### config.mk
export PLATFORM = sky130hd
export DESIGN_NAME = reset_ctrl
export DESIGN_NICKNAME = d
export VERILOG_FILES = /design/src/soc_pkg.sv /design/src/reset_ctrl.sv
export VERILOG_INCLUDE_DIRS = /design/src /design/src/include
export SDC_FILE = /design/constraint.sdc
export NUM_CORES = 1
export LEC_CHECK = 0
export BUFFER_PORTS_ARGS = -buffer_cell sky130_fd_sc_hd__buf_2
export CAP_MARGIN = 20
export CORE_AREA = 2 2 39 41
export CTS_CLUSTER_SIZE = 28
export DETAILED_ROUTE_END_ITERATION = 12
export DIE_AREA = 0 0 41 43
export GPL_TIMING_DRIVEN = 0
export PLACE_DENSITY = 0.36
export SYNTH_ARGS = -nofsm -noshare
export SYNTH_HDL_FRONTEND = slang
export SYNTH_SLANG_ARGS = --single-unit
### constraint.sdc
create_clock -name clk120mhz -period 4 [get_ports clk120mhz]
set_clock_uncertainty 0.1 [all_clocks]
set_input_delay 0.4 -clock clk120mhz [delete_from_list [all_inputs] [get_ports clk120mhz]]
set_output_delay 0.4 -clock clk120mhz [all_outputs]
set_load 0.005 [all_outputs]
### src/include/soc_macros.svh
// system-on-chip constants for bus widths, address map, reset and device table
`ifndef SOC_MACROS_SVH
`define SOC_MACROS_SVH

// bus widths
`define SOC_ARCHBITSZ 32
`define SOC_ADDRBITSZ 30

// address map in word addresses with one 4 KB window per slot
`define SOC_SLOT_LOG2 10
`define SOC_SLOT_COUNT 4

// reset sequencer
`define SOC_RST_CNTR_BITSZ 4

// scratch RAM depth as word-address bits
`define SOC_RAM_LOG2 8

// external interrupt sources
`define SOC_IRQ_SRC_COUNT 2

// device ids
`define SOC_ID_DEVTBL 7
`define SOC_ID_IRQCTRL 3
`define SOC_ID_RAM 1
`define SOC_ID_INVALID 0

// map sizes in bytes
`define SOC_MAPSZ_DEVTBL 4096
`define SOC_MAPSZ_IRQCTRL 4096
`define SOC_MAPSZ_RAM 1024
`define SOC_MAPSZ_INVALID 4096

// interrupt-use bit per slot
`define SOC_USEINTR_MASK 4'b0000

`endif

### src/soc_pkg.sv
// shared types of the system-on-chip: bus words, opcodes, slots and reset codes
`include "soc_macros.svh"

package soc_pkg;

	typedef logic [`SOC_ARCHBITSZ-1:0] word_t;
	typedef logic [`SOC_ADDRBITSZ-1:0] addr_t;
	typedef logic [(`SOC_ARCHBITSZ/8)-1:0] sel_t;

	typedef logic [`SOC_IRQ_SRC_COUNT-1:0] irq_src_t;

	// peripheral bus opcodes
	typedef enum logic [1:0] {
		PI1_NOP  = 2'b00,
		PI1_WR   = 2'b01,
		PI1_RD   = 2'b10,
		PI1_RDWR = 2'b11
	} pi1_op_e;

	// slot order follows word address bits 11:10
	typedef enum logic [1:0] {
		SLOT_DEVTBL  = 2'd0,
		SLOT_IRQCTRL = 2'd1,
		SLOT_RAM     = 2'd2,
		SLOT_INVALID = 2'd3
	} slot_e;

	// codes written to word 0 of the device table
	typedef enum logic [1:0] {
		SWRST_NONE     = 2'd0,
		SWRST_POWEROFF = 2'd1,
		SWRST_WARM     = 2'd2,
		SWRST_COLD     = 2'd3
	} swrst_e;

endpackage

### src/reset_ctrl.sv
// system reset sequencer with reload counter and power-off latch
`timescale 1ns/1ps
`include "soc_macros.svh"

module reset_ctrl (
	input logic clk120mhz,
	input logic rst_p,
	input soc_pkg::swrst_e swrst_i,
	output logic sys_rst_o
);

	import soc_pkg::*;

	logic [`SOC_RST_CNTR_BITSZ-1:0] rst_cntr_q;
	logic pwroff_q;
	logic pwroff_d;
	logic reload;
	logic sys_rst_q;

	// cold and warm behave alike without a global set/reset
	assign reload = rst_p || (swrst_i == SWRST_WARM) || (swrst_i == SWRST_COLD);

	// only the board reset leaves power-off
	assign pwroff_d = rst_p ? 1'b0 : (pwroff_q || (swrst_i == SWRST_POWEROFF));

	always_ff @(posedge clk120mhz) begin
		if (reload)
			rst_cntr_q <= {`SOC_RST_CNTR_BITSZ{1'b1}};
		else if (rst_cntr_q != '0)
			rst_cntr_q <= rst_cntr_q - 1'b1;
	end

	// registered so that release lands 15 cycles after rst_p is seen low
	always_ff @(posedge clk120mhz) begin
		pwroff_q <= pwroff_d;
		sys_rst_q <= reload || (rst_cntr_q != '0) || pwroff_d;
	end

	assign sys_rst_o = sys_rst_q;

	a_rst_follows_board: assert property (
		@(posedge clk120mhz) rst_p |=> sys_rst_o
	);

endmodule

; Word-level counts from Yosys, hierarchy flattened
; Index checks and enable logic that the tools add are counted.
[word_totals]
reg_bits = 6
word_cells = 14
input_bits = 4
[classes]
n_reduce_logical = 6
eq_ne = 3
n_addsub = 1
muxes = 1
[op_table]
columns = operator, count
row1 = $logic_or 1x1->1, 5
row2 = $eq 2x2->1 const B, 2
row3 = $reduce_bool 4->1, 1
row4 = $sub 4x1->4 const B, 1
row5 = $eq 2x1->1 const B, 1
row6 = $mux 1, 1

; Logic depth before layout (Yosys ltp)
[depth]
depth_word = 5
ltp_mapped = 4

; Worst setup path before layout
; Ideal clock, no wire load.
[synth_timing]
path_kind = reg-to-reg
from = register rst_cntr_q[0]
to = register rst_cntr_q[3]
period_less_slack_ns = 1.311
stages_incl_launch_ff = 5
arrival_time_ns = 1.132
setup_ns = 0.079
path_slack_ns = 2.689
cell_sequence = dfxtp_1 > inv_1 > ha_1 > or4_1 > o211ai_1
[synth_via]
elab_chain_len = 1
word_cells_on_any_way = 2
[synth_rtl]
columns = element, line
row1 = from (decl), reset_ctrl.sv:14  ; logic [`SOC_RST_CNTR_BITSZ-1:0] rst_cntr_q;
row2 = from (signal assigned), reset_ctrl.sv:28  ; rst_cntr_q <= {`SOC_RST_CNTR_BITSZ{1'b1}};
row3 = from (signal assigned), reset_ctrl.sv:30  ; rst_cntr_q <= rst_cntr_q - 1'b1;
row4 = $sub 4x1->4 or $reduce_bool 4->1 (tied branches), "reset_ctrl.sv:30, reset_ctrl.sv:29"
; Several ways; a longest one is shown, not always the timed one.
; A chain may end at the register's enable or synchronous reset.

; Worst setup path after layout
[layout_timing]
from = register rst_cntr_q[0]
to = register rst_cntr_q[1]
; The elaborated chain is that of the path after synthesis.

==> results.toml <==
[outcome]
outcome = "completed"

[cells_and_area]
instances_no_fill = 53
drive_gt1_frac = 0.1892
antennaDiodeCount = 0
area_delta_synth_final_pct = 22.22
num-fill-cells = 155
final_area_um2 = 344.1
finish.net_count = 45

[worst_setup_path]
timing.critical_path.arrival_ps = 1530
reg2reg_path_depth = 4
critPathSlowestCell = "nor3b_1"
cp-start-kind = "register"
worstReg2RegStart = "rst_cntr_q[0]"
crit_fanout = 5
req_time_crit_path_ps = 4080
slowest_delay_ps = 460
end_kind = "register"
path_cells = "inv_1, ha_1, nor3b_1, mux2i_1"
r2r-end = "rst_cntr_q[1]"
path_class = "reg2reg"
r2r_setup_slack_ps = 2550

[yosys]
ys_top_cells_by_count = "dfxtp_1 (6), inv_1 (3), nand2b_1 (3), nor3b_1 (3)"
combined_area_of_all_synthesized_cells_um2 = 281.5
yosys.cell_count.top_type = "dfxtp_1"
yosys_most_used_dff = "dfxtp_1"
post_synth_main_area_contributors = "dfxtp_1 (43%), ha_1 (8.9%), nor3b_1 (8.0%)"
avgSynthCellArea_um2 = 9.384
synthDominantAreaCellType = "dfxtp_1"
synth_async_sr_flop_share = 0
synth.ff_latch_count = 6
synth_edf_count = 0
synth.net_count = 36
seq_area_frac_synth = 0.4267
synth-warning-count = 0
yosys.area.top_type_share = 0.4267
count_of_cell_types_in_the_netlist = 14
postSynthCellCount = 30

[clocking]
cts_made_buffers = 3
cts_buffer_depth = 2
cts_resized = 0
clock-sinks = 6
root_buffer = "clkbuf_4"
post-cts-setup-buffer-count = 0
clk_pin_slew_worst_paths_ps = 50
cts_htree_levels = 1
ctsHoldBuffers = 0
worst_skew_pair.late_latency_ps = 250
cts_tree = "done"

[power_and_ir_drop]
power.density_nw_per_um2 = 378.2
vdd.ir_drop.worst_uv = 132.1
power.static_leakage_nw = 0.1421

[global_route]
grt_pass1_vias = 203
pin_count_of_the_biggest_net_entering_global_routing = 7
globalRouteTotalUtil = 0.07839
grt_first_pass_wirelength_um = 800
grt_overflow = 0
antenna_found_initial = 0

[routing]
wl_um = 478
route.detailed.vias_per_inst = 4.283
via_count = 227
first_pass_iters = 2
route.layer.met1.wl_um = 191
drt-wirelength-per-cell_um = 9.019
drc = 0
drt_iter0_drc = 3
met2RoutedLength_um = 230
drtAntennaViolNets = 0
dr_top_layer = "met4"
wl_met3_um = 32

[hold_path]
holdCritPathClass = "in2reg"
worst_hold_path_endpoint = "sys_rst_o"
hold_path.startpoint = "swrst_i[0]"
instance_count_along_the_most_critical_hold_path = 3

[place]
place_congestion = 0.6146
place_inst = 50
detailed_place_hpwl_um = 388
placed_cell_area_um2 = 321.6
place.port_buffers = 4

[flow_run]
max_cap_violations = 0

[sta]
max_clock_freq_mhz = 689.6
report.final.hold_viol_count = 0
min_period_ps = 1450
finalSetupViolations = 0
share_of_the_cycle_needed_by_the_critical_path_after_routing = 0.3625
slew-limit-headroom = 0.6511
setup_tns_ps = 0
rsz_0062_raised_after_global_routing = "false"
whs_ps = 272.5
timing_worst_slew_pin_value_ps = 522.1
maxSlewViolCount = 0

[floorplan]
core_area_um2 = 1384
floorplan.die.height_um = 43
std_cell_rows = 14
dieArea_um2 = 1763
floorplan.initialDensity = 0.2034
top_level_ports = 5
die-width_um = 41
-- cell type report --
class                   instances  area [µm²]  area share
repair buffers                  4       20.02     0.05818
multi-input cells              21       150.1      0.4364
well taps                      16       20.02     0.05818
clock buffers                   3       22.52     0.06545
flip-flops and latches          6       120.1      0.3491
inverters                       3       11.26     0.03273
-- metal layers --
layer	GRT usage	up-vias
met3	0.03141	4
met2	0.08750	6
met1	0.08387	97
met4	0.1200	0
met5	0	-
li1	-	120
-- through the flow --
stage | util | setup slack [ps] | power, W
5_1_grt | 0.2486 | 2393 | 0.0001381
4_1_cts | 0.2486 | 2510 | 0.0001321
6_report | 0.2486 | 2550 | 0.0001301
2_1_floorplan | - | 2689 | 0.00006800
3_3_place_gp | 0.2324 | 2552 | 0.00007147
3_5_place_dp | 0.2324 | 2523 | 0.00007188
-- power breakdown --
group          switching, W  internal [W]
logic            0.00000404    0.00000355
clock network     0.0000255     0.0000342
registers        0.00000130     0.0000616
total             0.0000308     0.0000993
-- state kept, by name (all words and copies together) (netlist names) --
signal and count:
sys_rst_o 1, rst_cntr_q 4, pwroff_q 1
-- cells in the final DEF, fill, tap and decap left out --
cell type	n
nor2_1	2
o31ai_1	1
or4_1	1
nand3_1	1
inv_1	3
nor2b_1	1
o211ai_1	2
ha_1	2
dfxtp_1	6
a21oi_1	1
nor3_1	2
mux2i_1	2
clkbuf_4	3
buf_2	4
nor3b_1	3
nand2b_1	3
-- worst max-delay path, delay by kind of cell (launching register included) --
| family | cells | cell delay (ps) |
|---|---|---|
| simple gates | 1 | 460 |
| flops | 1 | 340 |
| mux | 1 | 230 |
| fa+ha+maj | 1 | 170 |
| buf+inv | 1 | 80 |
-- how the worst max path moves through the flow --
stage / start / end / cells after the start
6_report: rst_cntr_q[0] / rst_cntr_q[1] / 4
5_1_grt: rst_cntr_q[0] / rst_cntr_q[1] / 4
4_1_cts: rst_cntr_q[0] / rst_cntr_q[1] / 4
3_5_place_dp: rst_cntr_q[0] / rst_cntr_q[1] / 4
3_3_place_gp: rst_cntr_q[0] / rst_cntr_q[1] / 4
2_1_floorplan: rst_cntr_q[0] / rst_cntr_q[3] / 4
-- cells by family (layout without fill, tap and decap cells) --
kind of cell / Yosys count / after routing / synth area share
buf+inv: 3 / 10 / 0.04000
simple gates: 13 / 13 / 0.2756
flops: 6 / 6 / 0.4267
mux: 2 / 2 / 0.07111
fa+ha+maj: 2 / 2 / 0.08887
compound gates: 4 / 4 / 0.09776
Note: power is estimated with default switching activity, not from simulation.
