<file path="src/include/soc_macros.svh">
// system-on-chip constants for bus widths, address map, reset and device table
`ifndef SOC_MACROS_SVH
`define SOC_MACROS_SVH

// bus widths
`define SOC_ARCHBITSZ 32
`define SOC_ADDRBITSZ 30

// address map in word addresses with one 4 KB window per slot
`define SOC_SLOT_LOG2 10
`define SOC_SLOT_COUNT 4

// reset sequencer
`define SOC_RST_CNTR_BITSZ 4

// scratch RAM depth as word-address bits
`define SOC_RAM_LOG2 8

// external interrupt sources
`define SOC_IRQ_SRC_COUNT 2

// device ids
`define SOC_ID_DEVTBL 7
`define SOC_ID_IRQCTRL 3
`define SOC_ID_RAM 1
`define SOC_ID_INVALID 0

// map sizes in bytes
`define SOC_MAPSZ_DEVTBL 4096
`define SOC_MAPSZ_IRQCTRL 4096
`define SOC_MAPSZ_RAM 1024
`define SOC_MAPSZ_INVALID 4096

// interrupt-use bit per slot
`define SOC_USEINTR_MASK 4'b0000

`endif

</file>
<file path="src/soc_pkg.sv">
// shared types of the system-on-chip: bus words, opcodes, slots and reset codes
`include "soc_macros.svh"

package soc_pkg;

	typedef logic [`SOC_ARCHBITSZ-1:0] word_t;
	typedef logic [`SOC_ADDRBITSZ-1:0] addr_t;
	typedef logic [(`SOC_ARCHBITSZ/8)-1:0] sel_t;

	typedef logic [`SOC_IRQ_SRC_COUNT-1:0] irq_src_t;

	// peripheral bus opcodes
	typedef enum logic [1:0] {
		PI1_NOP  = 2'b00,
		PI1_WR   = 2'b01,
		PI1_RD   = 2'b10,
		PI1_RDWR = 2'b11
	} pi1_op_e;

	// slot order follows word address bits 11:10
	typedef enum logic [1:0] {
		SLOT_DEVTBL  = 2'd0,
		SLOT_IRQCTRL = 2'd1,
		SLOT_RAM     = 2'd2,
		SLOT_INVALID = 2'd3
	} slot_e;

	// codes written to word 0 of the device table
	typedef enum logic [1:0] {
		SWRST_NONE     = 2'd0,
		SWRST_POWEROFF = 2'd1,
		SWRST_WARM     = 2'd2,
		SWRST_COLD     = 2'd3
	} swrst_e;

endpackage

</file>
<file path="src/pi1_if.sv">
// peripheral bus link between one master and one slave
`timescale 1ns/1ps

interface pi1_if;

	import soc_pkg::*;

	pi1_op_e op;
	addr_t addr;
	word_t wdata;
	word_t rdata;
	sel_t sel;
	logic rdy;

	modport master (
		output op,
		output addr,
		output wdata,
		output sel,
		input rdata,
		input rdy
	);

	modport slave (
		input op,
		input addr,
		input wdata,
		input sel,
		output rdata,
		output rdy
	);

endinterface

</file>
<file path="src/dev_table.sv">
// device table slave listing every slot, plus the software reset control word
`timescale 1ns/1ps
`include "soc_macros.svh"

module dev_table (
	input logic clk120mhz,
	input logic rst_p,
	pi1_if.slave bus,
	output soc_pkg::swrst_e swrst_o
);

	import soc_pkg::*;

	localparam int SLOT_W = $clog2(`SOC_SLOT_COUNT);

	localparam word_t DEV_ID [`SOC_SLOT_COUNT] = '{
		`SOC_ID_DEVTBL, `SOC_ID_IRQCTRL, `SOC_ID_RAM, `SOC_ID_INVALID
	};
	localparam word_t DEV_MAPSZ [`SOC_SLOT_COUNT] = '{
		`SOC_MAPSZ_DEVTBL, `SOC_MAPSZ_IRQCTRL, `SOC_MAPSZ_RAM, `SOC_MAPSZ_INVALID
	};
	localparam logic [`SOC_SLOT_COUNT-1:0] USEINTR = `SOC_USEINTR_MASK;

	logic [`SOC_SLOT_LOG2-1:0] word_idx;
	logic [`SOC_SLOT_LOG2-1:0] entry;
	logic [SLOT_W-1:0] k;
	word_t rd_word;
	word_t rdata_q;
	logic rdy_q;
	logic accept;
	logic wr_op;

	assign word_idx = bus.addr[`SOC_SLOT_LOG2-1:0];
	assign accept = (bus.op != PI1_NOP) && !rdy_q;
	assign wr_op = (bus.op == PI1_WR) || (bus.op == PI1_RDWR);

	// word 1+2k holds the id of slot k, word 2+2k its map size
	assign entry = word_idx - 1'b1;
	assign k = entry[SLOT_W:1];

	always_comb begin
		rd_word = '0;
		if (word_idx == '0)
			rd_word = `SOC_SLOT_COUNT;
		else if (word_idx <= 2 * `SOC_SLOT_COUNT) begin
			if (word_idx[0])
				rd_word = DEV_ID[k];
			else
				rd_word = DEV_MAPSZ[k] | {USEINTR[k], {(`SOC_ARCHBITSZ-1){1'b0}}};
		end
	end

	always_ff @(posedge clk120mhz) begin
		if (rst_p)
			rdy_q <= 1'b0;
		else
			rdy_q <= accept;
	end

	always_ff @(posedge clk120mhz) begin
		if (accept)
			rdata_q <= rd_word;
	end

	assign bus.rdata = rdata_q;
	assign bus.rdy = rdy_q;

	// code is valid only in the completing cycle of a write to word 0
	assign swrst_o = (rdy_q && wr_op && (word_idx == '0)) ?
		swrst_e'(bus.wdata[1:0]) : SWRST_NONE;

endmodule

</file>
<file path="src/flat_wrapper.sv">
// flat-port wrapper written by rule: the top's interface ports become plain ports
module dev_table_flat import soc_pkg::*;
  (clk120mhz, rst_p, swrst_o, bus_op, bus_addr, bus_wdata, bus_sel, bus_rdata, bus_rdy);
  pi1_if bus_i ();
  input logic clk120mhz;
  input logic rst_p;
  output soc_pkg::swrst_e swrst_o;
  input wire logic [$bits(bus_i.op)-1:0] bus_op;
  input wire logic [$bits(bus_i.addr)-1:0] bus_addr;
  input wire logic [$bits(bus_i.wdata)-1:0] bus_wdata;
  input wire logic [$bits(bus_i.sel)-1:0] bus_sel;
  output wire logic [$bits(bus_i.rdata)-1:0] bus_rdata;
  output wire logic [$bits(bus_i.rdy)-1:0] bus_rdy;
  assign bus_i.op = bus_op;
  assign bus_i.addr = bus_addr;
  assign bus_i.wdata = bus_wdata;
  assign bus_i.sel = bus_sel;
  assign bus_rdata = bus_i.rdata;
  assign bus_rdy = bus_i.rdy;
  dev_table u_core (.clk120mhz(clk120mhz), .rst_p(rst_p), .bus(bus_i), .swrst_o(swrst_o));
endmodule
</file>
<file path="config.mk">
export PLATFORM = sky130hd
export DESIGN_NAME = dev_table_flat
export DESIGN_NICKNAME = d
export VERILOG_FILES = /design/src/soc_pkg.sv /design/src/pi1_if.sv /design/src/dev_table.sv /design/src/flat_wrapper.sv
export VERILOG_INCLUDE_DIRS = /design/src /design/src/include
export SDC_FILE = /design/constraint.sdc
export NUM_CORES = 1
export LEC_CHECK = 0
export BUFFER_PORTS_ARGS = -buffer_cell sky130_fd_sc_hd__buf_2
export CAP_MARGIN = 20
export CORE_MARGIN = 2
export CORE_UTILIZATION = 25
export CTS_BUF_LIST = sky130_fd_sc_hd__clkbuf_16
export DETAILED_ROUTE_END_ITERATION = 10
export PLACE_DENSITY_LB_ADDON = 0.15
export SETUP_SLACK_MARGIN = 0.02
export SYNTH_ARGS = -nofsm -noshare
export SYNTH_HDL_FRONTEND = slang
export SYNTH_SLANG_ARGS = --single-unit
</file>
<file path="constraint.sdc">
create_clock -name clk120mhz -period 3 [get_ports clk120mhz]
set_input_delay 0.3 -clock clk120mhz [delete_from_list [all_inputs] [get_ports clk120mhz]]
set_output_delay 0.3 -clock clk120mhz [all_outputs]
set_load 0.1 [all_outputs]
</file>
-- Yosys cells after proc, flatten, opt, wreduce, memory -nomap -nowiden
Cells that the tools add are included.
- flip-flop bits (word level): 33
- latch bits: 0
- memory bits (writable): 0
- bits in read-only memories: 0
- input port bits: 70
- memories kept: 0
- $add $sub $neg: 1
- multiply operators: 0
- divide/modulo/power cells: 0
- order comparisons: 3
- eq/ne operators: 2
- shift operators: 0
- muxes and demuxes: 11
- bitwise operators: 3
- reductions and logical operators: 8
- operators by type and width (operator ; count):
    32-bit 2-to-1 mux ; 5
    32-bit binary-select mux with 2-bit select ; 2
    32-bit OR ; 1
    10-bit by 4-bit less-or-equal comparator with 1-bit output, second input constant ; 1
    10-bit logical NOT ; 1
    3-bit >= comparator, second input constant ; 1
    1-bit logical AND ; 3
    2-bit by 3-bit < comparator with 1-bit output, second input constant ; 1
    3-bit 2-to-1 mux ; 1
    2-bit NOT with 3-bit output ; 1
    3-bit by 1-bit subtractor with 3-bit output, second input constant ; 1
    1-bit binary-select mux with 2-bit select ; 1
    2-bit by 1-bit equality test with 1-bit output, second input constant ; 1
    2-bit equality test, second input constant ; 1
    2-bit 2-to-1 mux ; 1
    2-bit nonzero test ; 1
    2-bit OR reduction ; 1
    1-bit logical NOT ; 1
    1-bit logical OR ; 1
    1-bit 2-to-1 mux ; 1
    1-bit NOT ; 1

-- Longest topological paths before layout
- word-level depth: 8
- mapped depth: 5
- mapped depth without buffers: 5

-- Worst setup path before layout
OpenSTA, ideal clock, no wires.
- kind: register -> output
- start point: register u_core.rdy_q, in the netlist u_core.bus.rdy
- end point: output port swrst_o[0]
- data arrival time: 2182 ps
- required time: 2700 ps
- slack: 518 ps
- stages on the path, launching flop included: 4
- path buffers: 0
- cell sequence: dfxtp_1 > and4b_1 > and4b_1 > and2_1
- longest elaborated chain between the ends: 3
- ends and longest elaborated chain (what ; RTL line ; RTL):
    start, declared ; dev_table.sv:29 ; logic rdy_q;
    start signal, assigned ; dev_table.sv:57 ; rdy_q <= accept;
    1-bit logical AND (2 in series) ; dev_table.sv:69 ; assign swrst_o = (rdy_q && wr_op && (word_idx == '0)) ?
    2-bit 2-to-1 mux ; dev_table.sv:69 ;
    end, declared ; flat_wrapper.sv:7 ; output soc_pkg::swrst_e swrst_o;
Every way passes these cells.

-- Worst setup path in the final report
- start point: input port bus_addr[0]
- end point: output port swrst_o[0]
- longest elaborated chain between the ends: 3
- ends and longest elaborated chain (what ; RTL line ; RTL):
    start, declared ; flat_wrapper.sv:9 ; input wire logic [$bits(bus_i.addr)-1:0] bus_addr;
    10-bit logical NOT ; dev_table.sv:69 ;
    1-bit logical AND ; dev_table.sv:69 ;
    2-bit 2-to-1 mux ; dev_table.sv:69 ;
Every way passes these cells.

==> reports/qor.log <==
[final_layout] area growth from synthesis to layout 21.2%
[final_layout] cell area after layout 708 sq um
[timing] total count of hold-check failures in the final report 0
[run_status] status finished clean
[logic_synthesis] combined area of all synthesized cells 584 sq um
[pwr] Max IR drop VDD 292 uV
[drt] remaining routing DRC violations 0
[worst_setup_path] R2R cell count 1
[logic_synthesis] number of distinct library cell variants in the gate-level netlist after synthesis 21
[drt] remaining number of nets flagged by the antenna check after routing 0
[timing] Final Critical Period 2.06 ns
[global_routing] number of antenna violations at the first check in global routing 0
[final_layout] layout cells sized above 1 30.8%
[logic_synthesis] most common cell in the netlist buf_4
[global_routing] Tot GR Track Use 5.59%
[logic_synthesis] share of the synthesized area in the top cell type 34.7%
[floorplan] initial standard-cell utilization of the core 26.4%
[pwr] Leakage 0.000378 uW
[final_layout] filler cell count in the final layout 255
[clocking] buffers inserted during post-CTS setup optimization 0
[floorplan] number of top-level pins 105
[logic_synthesis] number of enable-type register cells in the synthesized netlist 5
[floorplan] die footprint 0.00274 sq mm
[clocking] clock-pin transition on the worst setup and hold timing paths 0.03 ns
[logic_synthesis] part of the Yosys area used for sequential elements 29.1%
[worst_setup_path] cell chain of the critical path buf_2, inv_1, ha_1, and4b_1, and4b_1, and2_1, buf_2
[timing] smallest setup slack after layout 0.938 ns
[floorplan] core box area 0.00221 sq mm
[global_routing] first-pass GRT wire length 1.15 mm
[placed_design] weighted congestion reported at the end of routability-driven placement 0.676
[timing] final setup fails 0
[floorplan] num rows 17
[global_routing] residual overflow from global routing 0
[worst_setup_path] Worst R2R Setup Slack 2.01 ns
[worst_setup_path] capturing element type of the critical path output pin
[worst_setup_path] maximum single-stage delay on the critical path 0.41 ns
[timing] setup TNS after final layout 0 ns
[drt] number of detailed-routing iterations run before antenna repair 1
[logic_synthesis] post-synthesis sequential element count 6
[floorplan] Die Height 52.3 um
[worst_setup_path] endpoint of the worst-slack reg-to-reg timing path u_core.bus.rdata[2]$_SDFFCE_PP1P_
[clocking] TritonCTS clock tree built
[placed_design] Setup Slack @ Placement 0.923 ns
[floorplan] Die X-Extent 52.3 um
[drt] overall routed net length 897 um
[drt] vias after detailed routing 416
[worst_setup_path] Crit Reg-Reg Startpoint u_core.bus.rdy$_SDFF_PP0_
[timing] post-route fraction of the period consumed by the critical path 68.7%
[logic_synthesis] post-synthesis cell count 65
[placed_design] dpl cell area 629 sq um
[worst_setup_path] WS Path Type primary input to output pin
[drt] detailed router's first-iteration violation count 0
[worst_setup_path] kind of cell adding the most delay to the critical path buffers and inverters
[worst_setup_path] arrival time reported for the critical path endpoint 1.76 ns
[job] reported max-cap violation count 0
[clocking] number of clock buffers inserted by TritonCTS 3
[clocking] Worst-Skew Late Latency 0.22 ns
[clocking] CTS Sinks 6
[clocking] number of buffers on the longest clock path 2
[logic_synthesis] dominant synthesized flop cell edfxtp_1
[min_path] start point of the worst hold path rst_p
[logic_synthesis] biggest area contributors in the synthesized netlist buf_4 (35%), edfxtp_1 (26%), ha_1 (4.3%)
[min_path] Worst Hold End u_core.bus.rdy$_SDFF_PP0_
[worst_setup_path] WP buf/inv 3
[timing] Clock Skew 0.00230 ns
[global_routing] largest net degree at the start of global routing 7
[clocking] Post-CTS Resized 0
[min_path] Worst Hold Path Cells 2
[final_layout] final net count 164
[worst_setup_path] Critical-path top delay cell buf_2
[logic_synthesis] cell type with the largest total area after synthesis buf_4
[clocking] Clock Root Buffer clkbuf_16
[logic_synthesis] Syn Area/Cell 8.99 sq um
[drt] routed via count divided by cell count 3.50
[clocking] number of levels the H-tree was split into 1
[placed_design] IO buf count 23
[pwr] Pwr Density 759 mW/mm^2
[logic_synthesis] number of warnings printed during yosys synthesis 0
[placed_design] hpwl dp 783 um
[timing] peak clock frequency supported by timing 485 MHz
[drt] post-detailed-route wirelength per cell 7.54 um
[min_path] Hold Path Class primary input to register
[final_layout] # diodes 0
[timing] number of slew-limit violations in the final report 0
[timing] RSZ-0062 raised after global routing false
[global_routing] number of global-route vias before repair 281
[worst_setup_path] critical path required time 2.70 ns
[logic_synthesis] most numerous cell types in the synthesized netlist buf_4 (27), edfxtp_1 (5), inv_1 (4), nor2_1 (4)
[logic_synthesis] share of flip-flops with an asynchronous set or reset after synthesis 0%
[worst_setup_path] category of the worst setup path launch point primary input
[clocking] number of hold-repair buffers added at the cts stage 0
[timing] Post-Route Hold Slack 0.244 ns
[worst_setup_path] Max FO, Critical Path 5
-- per-stage QoR --
| step | util (%) | power [uW] | cells |
|---|---|---|---|
| floorplan | - | 333 | 91 |
| global placement | 28.5 | 325 | 115 |
| detailed placement | 28.5 | 325 | 115 |
| CTS | 32.0 | 540 | 119 |
| global route | 32.0 | 553 | 119 |
| finish | 32.0 | 538 | 119 |
-- area by class of cell --
cell class	instances	area (sq um)	share of cell area (%)
well taps	28	35.0	4.95
multi-input cells	54	294	41.5
flip-flops and latches	6	170	24.0
clock inverters	1	3.75	0.530
repair buffers	23	115	16.3
inverters	4	15.0	2.12
clock buffers	3	75.1	10.6
-- flip-flops by register name, indices dropped and copies added, names as in the netlist --
signal / count
u_core.bus.rdy: 1
u_core.bus.rdata: 5
-- layer usage --
| layer | GRT usage (%) | routed length (um) | up-vias |
|---|---|---|---|
| li1 | - | - | 217 |
| met1 | 6.96 | 353 | 176 |
| met2 | 8.75 | 442 | 23 |
| met3 | 1.71 | 101 | 0 |
| met4 | 2.56 | 0 | 0 |
| met5 | 0 | 0 | - |
-- power by group --
part	internal, uW	total [uW]	switching [uW]
sequential	96.9	98.8	1.86
clock	172	214	41.2
combinational	18.0	225	207
total	287	538	250
-- kinds of logic (layout without fill, tap and decap cells) --
kind of cell    after synthesis  after routing  synth area share [%]
flops                         6              6                  29.1
compound gates                3              3                  5.14
simple gates                 19             19                  19.1
other cells                   1             27                 0.642
buf+inv                      31             31                  37.3
xor+xnor                      3              3                  4.50
fa+ha+maj                     2              2                  4.28
-- worst max path at each step --
| stage | slack, ns | to | start | cells past startpoint |
|---|---|---|---|---|
| finish | 0.94 | swrst_o[0] | bus_addr[0] | 7 |
| floorplan | 0.52 | swrst_o[0] | u_core.bus.rdy$_SDFF_PP0_ | 3 |
| detailed placement | 0.92 | swrst_o[1] | bus_addr[0] | 7 |
| CTS | 0.92 | swrst_o[1] | bus_addr[0] | 7 |
| global placement | 0.92 | swrst_o[1] | bus_addr[0] | 7 |
| global route | 0.83 | swrst_o[0] | bus_addr[0] | 7 |
-- placed cells by master, fill, tap and decap left out --
cell type and instances:
ha_1 2, clkbuf_16 3, a2111oi_2 1, and3_1 1, edfxtp_1 5, nor4_1 3, and4b_1 2, buf_2 23
inv_1 5, nor4b_1 1, nand3_1 1, dfxtp_1 1, a31oi_1 1, o2111ai_1 1, and2_1 2, xnor2_1 1
nor2b_2 1, conb_1 27, nor2_1 4, nand2_1 3, nor3_1 1, xor2_1 2
(Power assumes the default switching activity.)
