===== src/include/soc_macros.svh =====
// system-on-chip constants for bus widths, address map, reset and device table
`ifndef SOC_MACROS_SVH
`define SOC_MACROS_SVH

// bus widths
`define SOC_ARCHBITSZ 32
`define SOC_ADDRBITSZ 30

// address map in word addresses with one 4 KB window per slot
`define SOC_SLOT_LOG2 10
`define SOC_SLOT_COUNT 4

// reset sequencer
`define SOC_RST_CNTR_BITSZ 4

// scratch RAM depth as word-address bits
`define SOC_RAM_LOG2 8

// external interrupt sources
`define SOC_IRQ_SRC_COUNT 2

// device ids
`define SOC_ID_DEVTBL 7
`define SOC_ID_IRQCTRL 3
`define SOC_ID_RAM 1
`define SOC_ID_INVALID 0

// map sizes in bytes
`define SOC_MAPSZ_DEVTBL 4096
`define SOC_MAPSZ_IRQCTRL 4096
`define SOC_MAPSZ_RAM 1024
`define SOC_MAPSZ_INVALID 4096

// interrupt-use bit per slot
`define SOC_USEINTR_MASK 4'b0000

`endif


===== src/soc_pkg.sv =====
// shared types of the system-on-chip: bus words, opcodes, slots and reset codes
`include "soc_macros.svh"

package soc_pkg;

	typedef logic [`SOC_ARCHBITSZ-1:0] word_t;
	typedef logic [`SOC_ADDRBITSZ-1:0] addr_t;
	typedef logic [(`SOC_ARCHBITSZ/8)-1:0] sel_t;

	typedef logic [`SOC_IRQ_SRC_COUNT-1:0] irq_src_t;

	// peripheral bus opcodes
	typedef enum logic [1:0] {
		PI1_NOP  = 2'b00,
		PI1_WR   = 2'b01,
		PI1_RD   = 2'b10,
		PI1_RDWR = 2'b11
	} pi1_op_e;

	// slot order follows word address bits 11:10
	typedef enum logic [1:0] {
		SLOT_DEVTBL  = 2'd0,
		SLOT_IRQCTRL = 2'd1,
		SLOT_RAM     = 2'd2,
		SLOT_INVALID = 2'd3
	} slot_e;

	// codes written to word 0 of the device table
	typedef enum logic [1:0] {
		SWRST_NONE     = 2'd0,
		SWRST_POWEROFF = 2'd1,
		SWRST_WARM     = 2'd2,
		SWRST_COLD     = 2'd3
	} swrst_e;

endpackage


===== src/pi1_if.sv =====
// peripheral bus link between one master and one slave
`timescale 1ns/1ps

interface pi1_if;

	import soc_pkg::*;

	pi1_op_e op;
	addr_t addr;
	word_t wdata;
	word_t rdata;
	sel_t sel;
	logic rdy;

	modport master (
		output op,
		output addr,
		output wdata,
		output sel,
		input rdata,
		input rdy
	);

	modport slave (
		input op,
		input addr,
		input wdata,
		input sel,
		output rdata,
		output rdy
	);

endinterface


===== src/irq_ctrl.sv =====
// interrupt controller funnelling the external sources to one destination
`timescale 1ns/1ps
`include "soc_macros.svh"

module irq_ctrl (
	input logic clk120mhz,
	input logic rst_p,
	pi1_if.slave bus,
	input soc_pkg::irq_src_t irq_src_i,
	output logic irq_req_o,
	input logic irq_ack_i
);

	import soc_pkg::*;

	localparam int IDX_W = $clog2(`SOC_IRQ_SRC_COUNT);

	// four-phase handshake towards the destination
	typedef enum logic [1:0] {
		IRQ_IDLE,
		IRQ_REQ,
		IRQ_DONE
	} irq_state_e;

	irq_state_e state_q;
	irq_src_t pend_q;
	irq_src_t clr;
	logic [IDX_W-1:0] low_idx;
	logic [IDX_W-1:0] last_q;
	logic [`SOC_SLOT_LOG2-1:0] word_idx;
	word_t rd_word;
	word_t rdata_q;
	logic rdy_q;
	logic accept;
	logic served;

	// lowest index wins
	always_comb begin
		low_idx = '0;
		for (int i = `SOC_IRQ_SRC_COUNT - 1; i >= 0; i--) begin
			if (pend_q[i])
				low_idx = IDX_W'(i);
		end
	end

	assign served = (state_q == IRQ_REQ) && irq_ack_i;

	always_comb begin
		clr = '0;
		if (served)
			clr[low_idx] = 1'b1;
	end

	always_ff @(posedge clk120mhz) begin
		if (rst_p) begin
			state_q <= IRQ_IDLE;
			pend_q <= '0;
			last_q <= '0;
		end else begin
			// a source pulsing in the clearing cycle stays pending
			pend_q <= (pend_q & ~clr) | irq_src_i;
			case (state_q)
				IRQ_IDLE: begin
					if (|pend_q)
						state_q <= IRQ_REQ;
				end
				IRQ_REQ: begin
					if (irq_ack_i) begin
						last_q <= low_idx;
						state_q <= IRQ_DONE;
					end
				end
				default: begin
					// wait for the ack to fall before asking again
					if (!irq_ack_i)
						state_q <= (|pend_q) ? IRQ_REQ : IRQ_IDLE;
				end
			endcase
		end
	end

	assign irq_req_o = (state_q == IRQ_REQ);

	// status readback, writes have no effect
	assign word_idx = bus.addr[`SOC_SLOT_LOG2-1:0];
	assign accept = (bus.op != PI1_NOP) && !rdy_q;

	always_comb begin
		case (word_idx)
			'd0: rd_word = word_t'(last_q);
			'd1: rd_word = word_t'(pend_q);
			default: rd_word = '0;
		endcase
	end

	always_ff @(posedge clk120mhz) begin
		if (rst_p)
			rdy_q <= 1'b0;
		else
			rdy_q <= accept;
	end

	always_ff @(posedge clk120mhz) begin
		if (accept)
			rdata_q <= rd_word;
	end

	assign bus.rdata = rdata_q;
	assign bus.rdy = rdy_q;

	a_req_held_until_ack: assert property (
		@(posedge clk120mhz) disable iff (rst_p)
		$fell(irq_req_o) |-> $past(irq_ack_i)
	);

endmodule


===== src/flat_wrapper.sv =====
// flat-port wrapper written by rule: the top's interface ports become plain ports
module irq_ctrl_flat import soc_pkg::*;
  (clk120mhz, rst_p, irq_src_i, irq_req_o, irq_ack_i, bus_op, bus_addr, bus_wdata, bus_sel, bus_rdata, bus_rdy);
  pi1_if bus_i ();
  input logic clk120mhz;
  input logic rst_p;
  input soc_pkg::irq_src_t irq_src_i;
  output logic irq_req_o;
  input logic irq_ack_i;
  input wire logic [$bits(bus_i.op)-1:0] bus_op;
  input wire logic [$bits(bus_i.addr)-1:0] bus_addr;
  input wire logic [$bits(bus_i.wdata)-1:0] bus_wdata;
  input wire logic [$bits(bus_i.sel)-1:0] bus_sel;
  output wire logic [$bits(bus_i.rdata)-1:0] bus_rdata;
  output wire logic [$bits(bus_i.rdy)-1:0] bus_rdy;
  assign bus_i.op = bus_op;
  assign bus_i.addr = bus_addr;
  assign bus_i.wdata = bus_wdata;
  assign bus_i.sel = bus_sel;
  assign bus_rdata = bus_i.rdata;
  assign bus_rdy = bus_i.rdy;
  irq_ctrl u_core (.clk120mhz(clk120mhz), .rst_p(rst_p), .bus(bus_i), .irq_src_i(irq_src_i), .irq_req_o(irq_req_o), .irq_ack_i(irq_ack_i));
endmodule

===== config.mk =====
export PLATFORM = sky130hd
export DESIGN_NAME = irq_ctrl_flat
export DESIGN_NICKNAME = d
export VERILOG_FILES = /design/src/soc_pkg.sv /design/src/pi1_if.sv /design/src/irq_ctrl.sv /design/src/flat_wrapper.sv
export VERILOG_INCLUDE_DIRS = /design/src /design/src/include
export SDC_FILE = /design/constraint.sdc
export NUM_CORES = 1
export LEC_CHECK = 0
export BUFFER_PORTS_ARGS = -buffer_cell sky130_fd_sc_hd__buf_4
export CAP_MARGIN = 20
export CORE_UTILIZATION = 27
export CTS_BUF_LIST = sky130_fd_sc_hd__clkbuf_8
export DETAILED_ROUTE_END_ITERATION = 16
export GPL_TIMING_DRIVEN = 0
export PLACE_DENSITY = 0.87
export SYNTH_ARGS = -nofsm -noshare
export SYNTH_HDL_FRONTEND = slang
export SYNTH_SLANG_ARGS = --single-unit

===== constraint.sdc =====
create_clock -name clk120mhz -period 1.4 [get_ports clk120mhz]
set_clock_uncertainty 0.2 [all_clocks]
set_input_delay 0.07 -clock clk120mhz [delete_from_list [all_inputs] [get_ports clk120mhz]]
set_output_delay 0.07 -clock clk120mhz [all_outputs]
set_load 0.005 [all_outputs]

=== Word level (Yosys, flattened, before mapping) ===
Index checks and enable logic that the tools add are counted.

* Mux-type cells: 11
* Reduce and logical (&&, ||, !) cells: 10
* Eq/ne operators: 5
* Order comparisons: 2
* Bitwise operators: 3

{| class="wikitable"
|+ Operators by type and width
! kind !! count
|-
| $eq A10 B1 Y1 const B || 1
|-
| $logic_not A10 Y1 || 1
|-
| $mux W2 || 4
|-
| $pmux W2 S2 || 2
|-
| $mux W1 || 4
|-
| $ne A2 B1 Y1 const B || 2
|-
| $logic_and A1 B1 Y1 || 3
|-
| $ne A3 B2 Y1 const B || 1
|-
| $reduce_and A3 Y1 || 1
|-
| $and A2 B2 Y2 || 1
|-
| $eq A2 B1 Y1 const B || 1
|-
| $logic_not A2 Y1 || 1
|-
| $lt A1 B2 Y1 const B || 1
|-
| $not A2 Y2 || 1
|-
| $or A2 B2 Y2 || 1
|-
| $reduce_and A2 Y1 || 1
|-
| $reduce_bool A2 Y1 || 1
|-
| $reduce_or A2 Y1 || 1
|-
| $demux W1 S1 || 1
|-
| $ge A1 B1 Y1 const B || 1
|-
| $logic_not A1 Y1 || 1
|}

* Output and inout bits: 34
* Flip-flop bits (word level): 38
* Input bits: 73
* Word-level logic and storage cells: 36

=== Logic depth before layout (Yosys ltp) ===
Gate-level depths: netlist of run 1.

* Depth after elaboration: 10
* Mapped depth: 2
* Mapped depth without buffers: 2

=== Worst setup path after synthesis of run 1 ===
Ideal clock, no wire load.

* Path type: input to register
* Start point: in bus_addr[8]
* End point: reg u_core.rdata_q[0], in the netlist u_core.bus.rdata[0], data pin
* Slack: 0.209 ns
* Setup time: 0.176 ns
* Stages on the path: 2
* Data required time: 1.024 ns
* Buffers on the path: 0
* Arrival: 0.815 ns
* Cell sequence: or4_4 nor4_1

* Longest elaborated chain between the ends: 2
* Elaborated cells between the ends (all ways): 3
* Classes of those cells: eq/ne: 1; mux: 1; reduce/logical: 1

{| class="wikitable"
|+ Ends and longest elaborated chain
! item !! RTL line !! RTL
|-
| start, declared || flat_wrapper.sv:11 || <nowiki>input wire logic [$bits(bus_i.addr)-1:0] bus_addr;</nowiki>
|-
| $eq A10 B1 Y1 / $logic_not A10 Y1 (equally long branches) || irq_ctrl.sv:89 || <nowiki>case (word_idx)</nowiki>
|-
| $pmux W2 S2 (*) || irq_ctrl.sv:89 ||
|-
| named net u_core.rd_word[0] || irq_ctrl.sv:31 || <nowiki>word_t rd_word;</nowiki>
|-
| end signal, assigned || irq_ctrl.sv:105 || <nowiki>rdata_q <= rd_word;</nowiki>
|-
| end, declared || irq_ctrl.sv:32 || <nowiki>word_t rdata_q;</nowiki>
|}

Mark *: on every way through the listed nets, which the timed path passes. The rest lies on a longest branch.
A chain may end at the register's enable or synchronous reset.

==> results of run 1 <==
-- layout make-up --
class	instances	area share
multi-input cells	55	0.287
plain buffers	30	0.229
repair buffers	26	0.217
flip-flops and latches	8	0.183
clock buffers	3	0.0419
well taps	27	0.0343
clock inverters	1	0.00381
inverters	1	0.00381
-- what timing repair did --
action                                  CTS  global route
hold buffers                              6             0
resized for setup                         0             1
endpoints found under the setup margin    0             1
endpoints found under the hold margin     5             0
-- synthesized netlist by cell type, types with 2 or more instances --
cell and n:
nand2b_1 2, buf_4 30, mux2i_1 2, nor4_1 2
nor2_1 5, dfxtp_1 6, edfxtp_1 2
-- routing by layer --
layer	vias to the layer above	global-route usage	routed length (um)
li1	275	-	-
met1	201	0.0774	384
met2	35	0.192	554
met3	0	0.0566	167
met4	0	0.0294	0
met5	-	0	0
-- path summary, 6_finish.rpt --
| kind | slack (ps) | depth (start not counted) | to | start |
|---|---|---|---|---|
| max | 40 | 4 | u_core.last_q | rst_p |
| min | 10 | 3 | u_core.bus.rdata[1] | bus_addr[0] |
| max reg2reg | 190 | 2 | u_core.last_q | u_core.pend_q[1] |
| min reg2reg | 240 | 1 | u_core.bus.rdy | u_core.bus.rdy |
-- registers in the layout (all words and copies together), names as in the netlist --
signal            count
u_core.bus.rdata      2
u_core.state_q        2
u_core.pend_q         2
u_core.last_q         1
u_core.bus.rdy        1
-- worst reg2reg max path, delay by kind of cell, from the launching register on --
| kind | cells | cell delay [ps] |
|---|---|---|
| AND/OR/NAND/NOR | 1 | 460 |
| multiplexers | 1 | 130 |
| flip-flops | 1 | 360 |
-- cells by family after synthesis --
group	after synthesis	synth area share
flip-flops	8	0.309
AND/OR/NAND/NOR	17	0.172
buffers and inverters	31	0.393
other	1	0.00643
multiplexers	2	0.0343
AO/OA/AOI/OAI	5	0.0708
XOR/XNOR	1	0.0150
-- power breakdown --
part | switching [mW] | total, mW | internal [mW] | leakage (nW)
Combinational | 0.0649 | 0.194 | 0.129 | 0.442
Sequential | 0.0139 | 0.271 | 0.257 | 0.0706
Clock | 0.0912 | 0.281 | 0.190 | 0.0269
-- through the flow --
step                      setup WS, ps  hold slack [ps]  area (um^2)
after detailed placement          6.85             82.0          876
after floorplan                    209            -57.6          692
after global placement            68.6             75.6          876
final                             38.2             12.4          985
after global routing              14.9             20.9          985
after CTS                         30.0             8.69          981
==> impl_metrics.yaml, run 1 <==
logic_synthesis:
  ys.flop_type: "dfxtp_1"
  synth-seq-cells: 8
  synthArstFlopShare: 0
  synth_warnings: 0
  yosys.area.top_type: "buf_4"
  synth.avg_cell_area_um2: 8.97
  synth-seq-area-share: 0.309
  synth-edff-count: 2
  synth.distinct_cells: 23
  yosys-top-cells-area: "buf_4, dfxtp_1, edfxtp_1, mux2i_1, nor2_1"
  synthCells: 65
  netlist_area_um2: 583
  synth_top_area_frac: 0.386
floorplanning:
  initial_utilization: 0.291
  rows: 16
  ios: 107
  design.core.area_um2: 2000
  dieArea_um2: 2350
  die_h_um: 48.5
  die_width_um: 48.5
critical_path:
  crit_required_ps: 1360
  crit_family: "buffers and inverters"
  slowest_delay_ps: 550
  cp_data_arrival_time_ps: 1320
  startpoint_type: "primary input"
  slowest_stage: "dlygate4sd3_1"
  critPathMaxFanout: 8
  crit_buf_inv: 2
  crit_type: "in -> reg"
  path_cells: "dlygate4sd3_1, buf_6, or3b_2, mux2i_1"
  cp-end-kind: "flop"
run:
  cap_violations: 0
global_route:
  grt_max_degree: 9
  grt_usage: 0.0969
  antenna_found_initial: 0
  grt_pass1_vias: 459
  grt_pass1_wl_um: 1750
  grt_overflow: 0
timing:
  finalCritPeriodShare: 0.973
  slew_viol_final: 0
  hold_violations: 0
  fin_tns_setup_ps: 0
  rsz0062_at_grt: "false"
  setup_viol: 0
  fmax_ghz: 0.734
  period_minus_slack_ps: 1360
clocking:
  numCtsBuffers: 3
  cts_sinks: 8
  cts_max_level: 1
  cts_root_buffer: "clkbuf_8"
  cts_tree: "built"
  ctsLongestPathBuffers: 2
  post_cts_buffers: 0
  worstSkewPairLatency_ps: 230
  clk_pin_slew_ps: 40
power:
  p_total_mw: 0.745
  powerDensity_nw_per_um2: 757
  peakVddDrop_v: 0.000480
  p_leak_nw: 0.540
drt:
  route.detailed.drc: 0
  vias_per_cell: 3.38
  wl_per_cell_um: 7.32
  ant_nets: 0
  drt_iter0_markers: 2
  routed_wl_um: 1110
  dr.pass1.iters: 2
  vias: 511
final_layout:
  seq_area_um2: 180
  layout-drive-gt1-share: 0.460
  final_cell_mix: "buf_4, conb_1, dlygate4sd3_1, dfxtp_1, nor2_1"
  n_antenna_cell: 0
  fin_util: 0.492
  multi_input_area_um2: 283
  final_cells: 151
  syn_to_final_growth_pct: 68.9
  num-fill-cells: 211
  final_common_cell: "buf_4"
  nets: 198
status:
  status: "completed"
min_path:
  hp-class: "in -> reg"
placed_design:
  dp_hpwl_um: 896
  routabilityCongestion: 0.645
  place.port_buffers: 20
  placed_cells: 141
Power figures use the tool's default switching activity.
==> inputs of run 2 (changes only) <==
--- a/config.mk
+++ b/config.mk
@@ -11,7 +11,6 @@
 export CORE_UTILIZATION = 27
 export CTS_BUF_LIST = sky130_fd_sc_hd__clkbuf_8
 export DETAILED_ROUTE_END_ITERATION = 16
-export GPL_TIMING_DRIVEN = 0
 export PLACE_DENSITY = 0.87
 export SYNTH_ARGS = -nofsm -noshare
 export SYNTH_HDL_FRONTEND = slang
==> run 2 against run 1 <==
Against the previous run: hold slack about the same; count of clock-buffer cells in the layout unchanged; cell count down 19%; flip-flop and latch count unchanged; first-iteration DRC count down 50%; sequential power about the same; utilization down 11 points; die area unchanged; highest routed layer is now met4.
==> impl_metrics.yaml, run 2 (same netlist as run 1, synthesis figures left out) <==
status:
  status: "completed"
critical_path:
  crit_required_ps: 1360
  critPathMaxFanout: 4
  cp-startpoint: "u_core.pend_q[1]"
  rrSetupSlack_ps: 170
  startpoint_type: "flop"
  crit_type: "reg -> reg"
  r2r-end: "u_core.last_q"
  r2r-start: "u_core.pend_q[1]"
  cp_data_arrival_time_ps: 1180
  crit_path_end: "u_core.last_q"
  cp-end-kind: "flop"
  rr_worst_depth: 2
placed_design:
  place.port_buffers: 20
  routabilityCongestion: 0.649
  dp_hpwl_um: 734
drt:
  routed_wl_um: 977
  ant_nets: 0
  drt_iter0_markers: 1
  route.detailed.drc: 0
  dr.pass1.iters: 2
  wl_per_cell_um: 8.01
  vias_per_cell: 3.61
  vias: 440
clocking:
  numCtsBuffers: 3
  worstSkewPairLatency_ps: 230
  clk_pin_slew_ps: 40
  cts_root_buffer: "clkbuf_8"
  cts_tree: "built"
  cts_max_level: 1
  cts_sinks: 8
  ctsLongestPathBuffers: 2
floorplanning:
  die_h_um: 48.5
  design.core.area_um2: 2000
  ios: 107
  initial_utilization: 0.291
  dieArea_um2: 2350
  rows: 16
  die_width_um: 48.5
min_path:
  hp-class: "in -> reg"
run:
  cap_violations: 0
global_route:
  antenna_found_initial: 0
  grt_max_degree: 9
  grt_pass1_vias: 366
  grt_usage: 0.0858
  grt_overflow: 0
  grt_pass1_wl_um: 1480
power:
  powerDensity_nw_per_um2: 890
  peakVddDrop_v: 0.000515
  p_leak_nw: 0.390
timing:
  rsz0062_at_grt: "false"
  slew_viol_final: 0
  finalCritPeriodShare: 0.876
  hold_violations: 0
  timing.hold.ws_ps: 12.5
  setup_viol: 0
  fmax_ghz: 0.815
  period_minus_slack_ps: 1230
  fin_tns_setup_ps: 0
final_layout:
  nets: 169
  seq_area_um2: 180
  final_cell_mix: "conb_1, buf_4, dfxtp_1, nor2_1, dlygate4sd3_1"
  multi_input_area_um2: 283
  final_common_cell: "conb_1"
  n_antenna_cell: 0
  syn_to_final_growth_pct: 32.0
  num-fill-cells: 208
  layout-drive-gt1-share: 0.295
## run 2: layout make-up
cell class | count | area share
Multi-Input combinational cell | 55 | 0.367
Timing Repair Buffer | 27 | 0.291
Sequential cell | 8 | 0.234
Clock buffer | 3 | 0.0537
Tap cell | 27 | 0.0439
Clock inverter | 1 | 0.00488
Inverter | 1 | 0.00488
## run 2: metrics by stage
step / power [mW] / util / area (um^2) / cells / setup slack [ps]
5_1_grt: 0.729 / 0.384 / 769 / 122 / 86.4
6_report: 0.685 / 0.384 / 769 / 122 / 174
2_1_floorplan: 0.390 / - / 692 / 94 / 209
4_1_cts: 0.692 / 0.378 / 756 / 121 / 28.4
3_3_place_gp: 0.384 / 0.325 / 651 / 111 / 69.7
3_5_place_dp: 0.390 / 0.325 / 651 / 111 / 12.3
## run 2: timing repair
item,in CTS,in global routing
endpoints found under the hold margin,5,0
setup endpoints to repair,0,1
resized for setup,0,2
hold buffers,6,0
buffers inserted,0,1
## run 2: worst min-delay path by stage
stage / start / to / slack [ps] / cells past startpoint
2_1_floorplan: rst_p / u_core.state_q[1] / -60 / 1
3_3_place_gp: irq_src_i[0] / u_core.pend_q[0] / 80 / 2
3_5_place_dp: irq_src_i[0] / u_core.pend_q[0] / 80 / 2
4_1_cts: bus_addr[0] / u_core.bus.rdata[1] / 5 / 3
5_1_grt: bus_addr[0] / u_core.bus.rdata[1] / 20 / 3
6_report: bus_addr[0] / u_core.bus.rdata[1] / 10 / 3
## run 2: metal layers
layer  share of wire  wire length [um]  GRT usage  vias to the layer above
met2            0.49               476      0.143                       35
met5               0                 0          0                        -
met3            0.13               123     0.0535                        2
met1            0.37               364     0.0877                      188
met4           0.013                13     0.0294                        0
li1                -                 -          -                      215
## run 2: power breakdown
| group | switching [mW] | total [mW] | leakage [nW] | internal (mW) |
|---|---|---|---|---|
| sequential | 0.0136 | 0.270 | 0.0706 | 0.257 |
| clock | 0.0899 | 0.280 | 0.0269 | 0.190 |
| combinational | 0.0564 | 0.135 | 0.292 | 0.0788 |
## run 2: worst max-delay path, stage by stage, from the launching register on
cell     delay (ps)
dfxtp_1         370
or3b_2          460
mux2i_1         130
==> inputs of run 3 (changes only) <==
--- a/config.mk
+++ b/config.mk
@@ -6,8 +6,10 @@
 export SDC_FILE = /design/constraint.sdc
 export NUM_CORES = 1
 export LEC_CHECK = 0
+export ABC_AREA = 0
 export BUFFER_PORTS_ARGS = -buffer_cell sky130_fd_sc_hd__buf_4
 export CAP_MARGIN = 20
+export CORE_MARGIN = 4
 export CORE_UTILIZATION = 27
 export CTS_BUF_LIST = sky130_fd_sc_hd__clkbuf_8
 export DETAILED_ROUTE_END_ITERATION = 16
@@ -15,3 +17,4 @@
 export SYNTH_ARGS = -nofsm -noshare
 export SYNTH_HDL_FRONTEND = slang
 export SYNTH_SLANG_ARGS = --single-unit
+export TNS_END_PERCENT = 50
==> run 3 against run 2 <==
Against the previous run: utilization decreased by 0.94 points; first-iteration DRC count increased to 11 times the previous value; sequential power about the same; flip-flop and latch count unchanged; setup slack got worse by 8.6 ps; combinational power decreased by 4%; total power decreased by 0.50%; die area increased by 26%; cell count decreased by 1.6%; fmax decreased by 0.69%; global-route usage decreased by 1.7 points; critical endpoint unchanged.
==> impl_metrics.yaml, run 3 (same netlist as run 1, synthesis figures left out) <==
floorplanning:
  die_h_um: 54.5
  rows: 16
  dieArea_um2: 2970
  ios: 107
  initial_utilization: 0.291
  die_width_um: 54.5
  design.core.area_um2: 2000
clocking:
  cts_tree: "built"
  cts_sinks: 8
  worstSkewPairLatency_ps: 230
  post_cts_buffers: 0
  clk_pin_slew_ps: 50
  cts_root_buffer: "clkbuf_8"
  numCtsBuffers: 3
  cts_max_level: 1
  ctsLongestPathBuffers: 2
placed_design:
  routabilityCongestion: 0.718
  place_ws_ps: -6.68
  place.port_buffers: 20
  dp_hpwl_um: 887
  place_area_um2: 651
global_route:
  grt_pass1_wl_um: 1430
  grt_pass1_vias: 376
  grt_max_degree: 9
  grt_usage: 0.0684
  antenna_found_initial: 0
  grt_overflow: 0
final_layout:
  seq_area_um2: 180
  fin_util: 0.375
  final_common_cell: "conb_1"
  nets: 167
  n_antenna_cell: 0
  num-fill-cells: 209
  syn_to_final_growth_pct: 28.8
  multi_input_area_um2: 283
  final_cell_mix: "conb_1, buf_4, dfxtp_1, nor2_1, dlygate4sd3_1"
  layout-drive-gt1-share: 0.280
  finalInstanceArea_um2: 751
critical_path:
  cp_data_arrival_time_ps: 1190
  critPathMaxFanout: 4
  slowest_delay_ps: 450
  slowest_stage: "or3b_2"
  startpoint_type: "flop"
  crit_required_ps: 1350
  path_cells: "or3b_2, mux2i_1"
  crit_type: "reg -> reg"
  cp-end-kind: "flop"
drt:
  vias_per_cell: 3.73
  ant_nets: 0
  wl_per_cell_um: 9.28
  drt_iter0_markers: 11
  route.detailed.drc: 0
  routed_wl_um: 1110
  dr.pass1.iters: 4
  vias: 448
timing:
  finalCritPeriodShare: 0.882
  fin_tns_setup_ps: 0
  hold_violations: 0
  setup_viol: 0
  rsz0062_at_grt: "false"
  fmax_ghz: 0.810
  fin_ws_ps: 165
  slew_viol_final: 0
  period_minus_slack_ps: 1230
power:
  powerDensity_nw_per_um2: 908
  p_clk_frac: 0.414
  p_leak_nw: 0.379
  peakVddDrop_v: 0.000529
  p_switching_mw: 0.161
  p_total_mw: 0.682
  combPwrFrac: 0.189
  p_int_mw: 0.521
  p_sw_frac: 0.236
  seq_power_share: 0.397
status:
  status: "completed"
run:
  cap_violations: 0
min_path:
  hp-class: "in -> reg"
-- run 3: worst paths after layout --
| kind | start | to | slack (ps) | cells past startpoint |
|---|---|---|---|---|
| max | u_core.pend_q[1] | u_core.last_q | 170 | 2 |
| min | bus_addr[0] | u_core.bus.rdata[1] | 10 | 3 |
| max reg2reg | u_core.pend_q[1] | u_core.last_q | 170 | 2 |
| min reg2reg | u_core.bus.rdy | u_core.bus.rdy | 250 | 1 |
-- run 3: layout make-up --
class	count	area share
clock buffer	3	0.0550
multi-input combinational	55	0.377
tap	27	0.0450
clock inverter	1	0.00500
sequential	8	0.240
timing repair buffer	25	0.273
inverter	1	0.00500
-- run 3: layer usage --
metal	track usage	wire, um	vias to the layer above
li1	-	-	211
met1	0.0638	394	194
met2	0.118	475	41
met3	0.0463	236	2
met4	0.0249	7	0
met5	0	0	-
-- run 3: power by group through the flow --
stage	Clock, mW	Sequential, mW	Combinational [mW]
after floorplan	0	0.272	0.118
after global placement	0	0.273	0.112
after detailed placement	0	0.274	0.115
after CTS	0.293	0.270	0.129
after global routing	0.303	0.274	0.145
final	0.283	0.271	0.129
-- run 3: timing repair --
action,CTS,global route
hold buffers,6,0
resized for setup,0,1
endpoints found under the setup margin,0,1
endpoints found under the hold margin,5,0
-- run 3: stage by stage --
step                      hold WS, ps  instances
after floorplan                 -57.6         94
after global placement           78.4        111
after detailed placement         84.7        111
after CTS                        6.33        121
after global routing             7.45        120
final                            14.7        120
-- run 3: critical path, delay by kind of cell, from the launching register on --
| family | cells | cell delay, ps |
|---|---|---|
| simple gates | 1 | 450 |
| mux | 1 | 130 |
| flops | 1 | 380 |
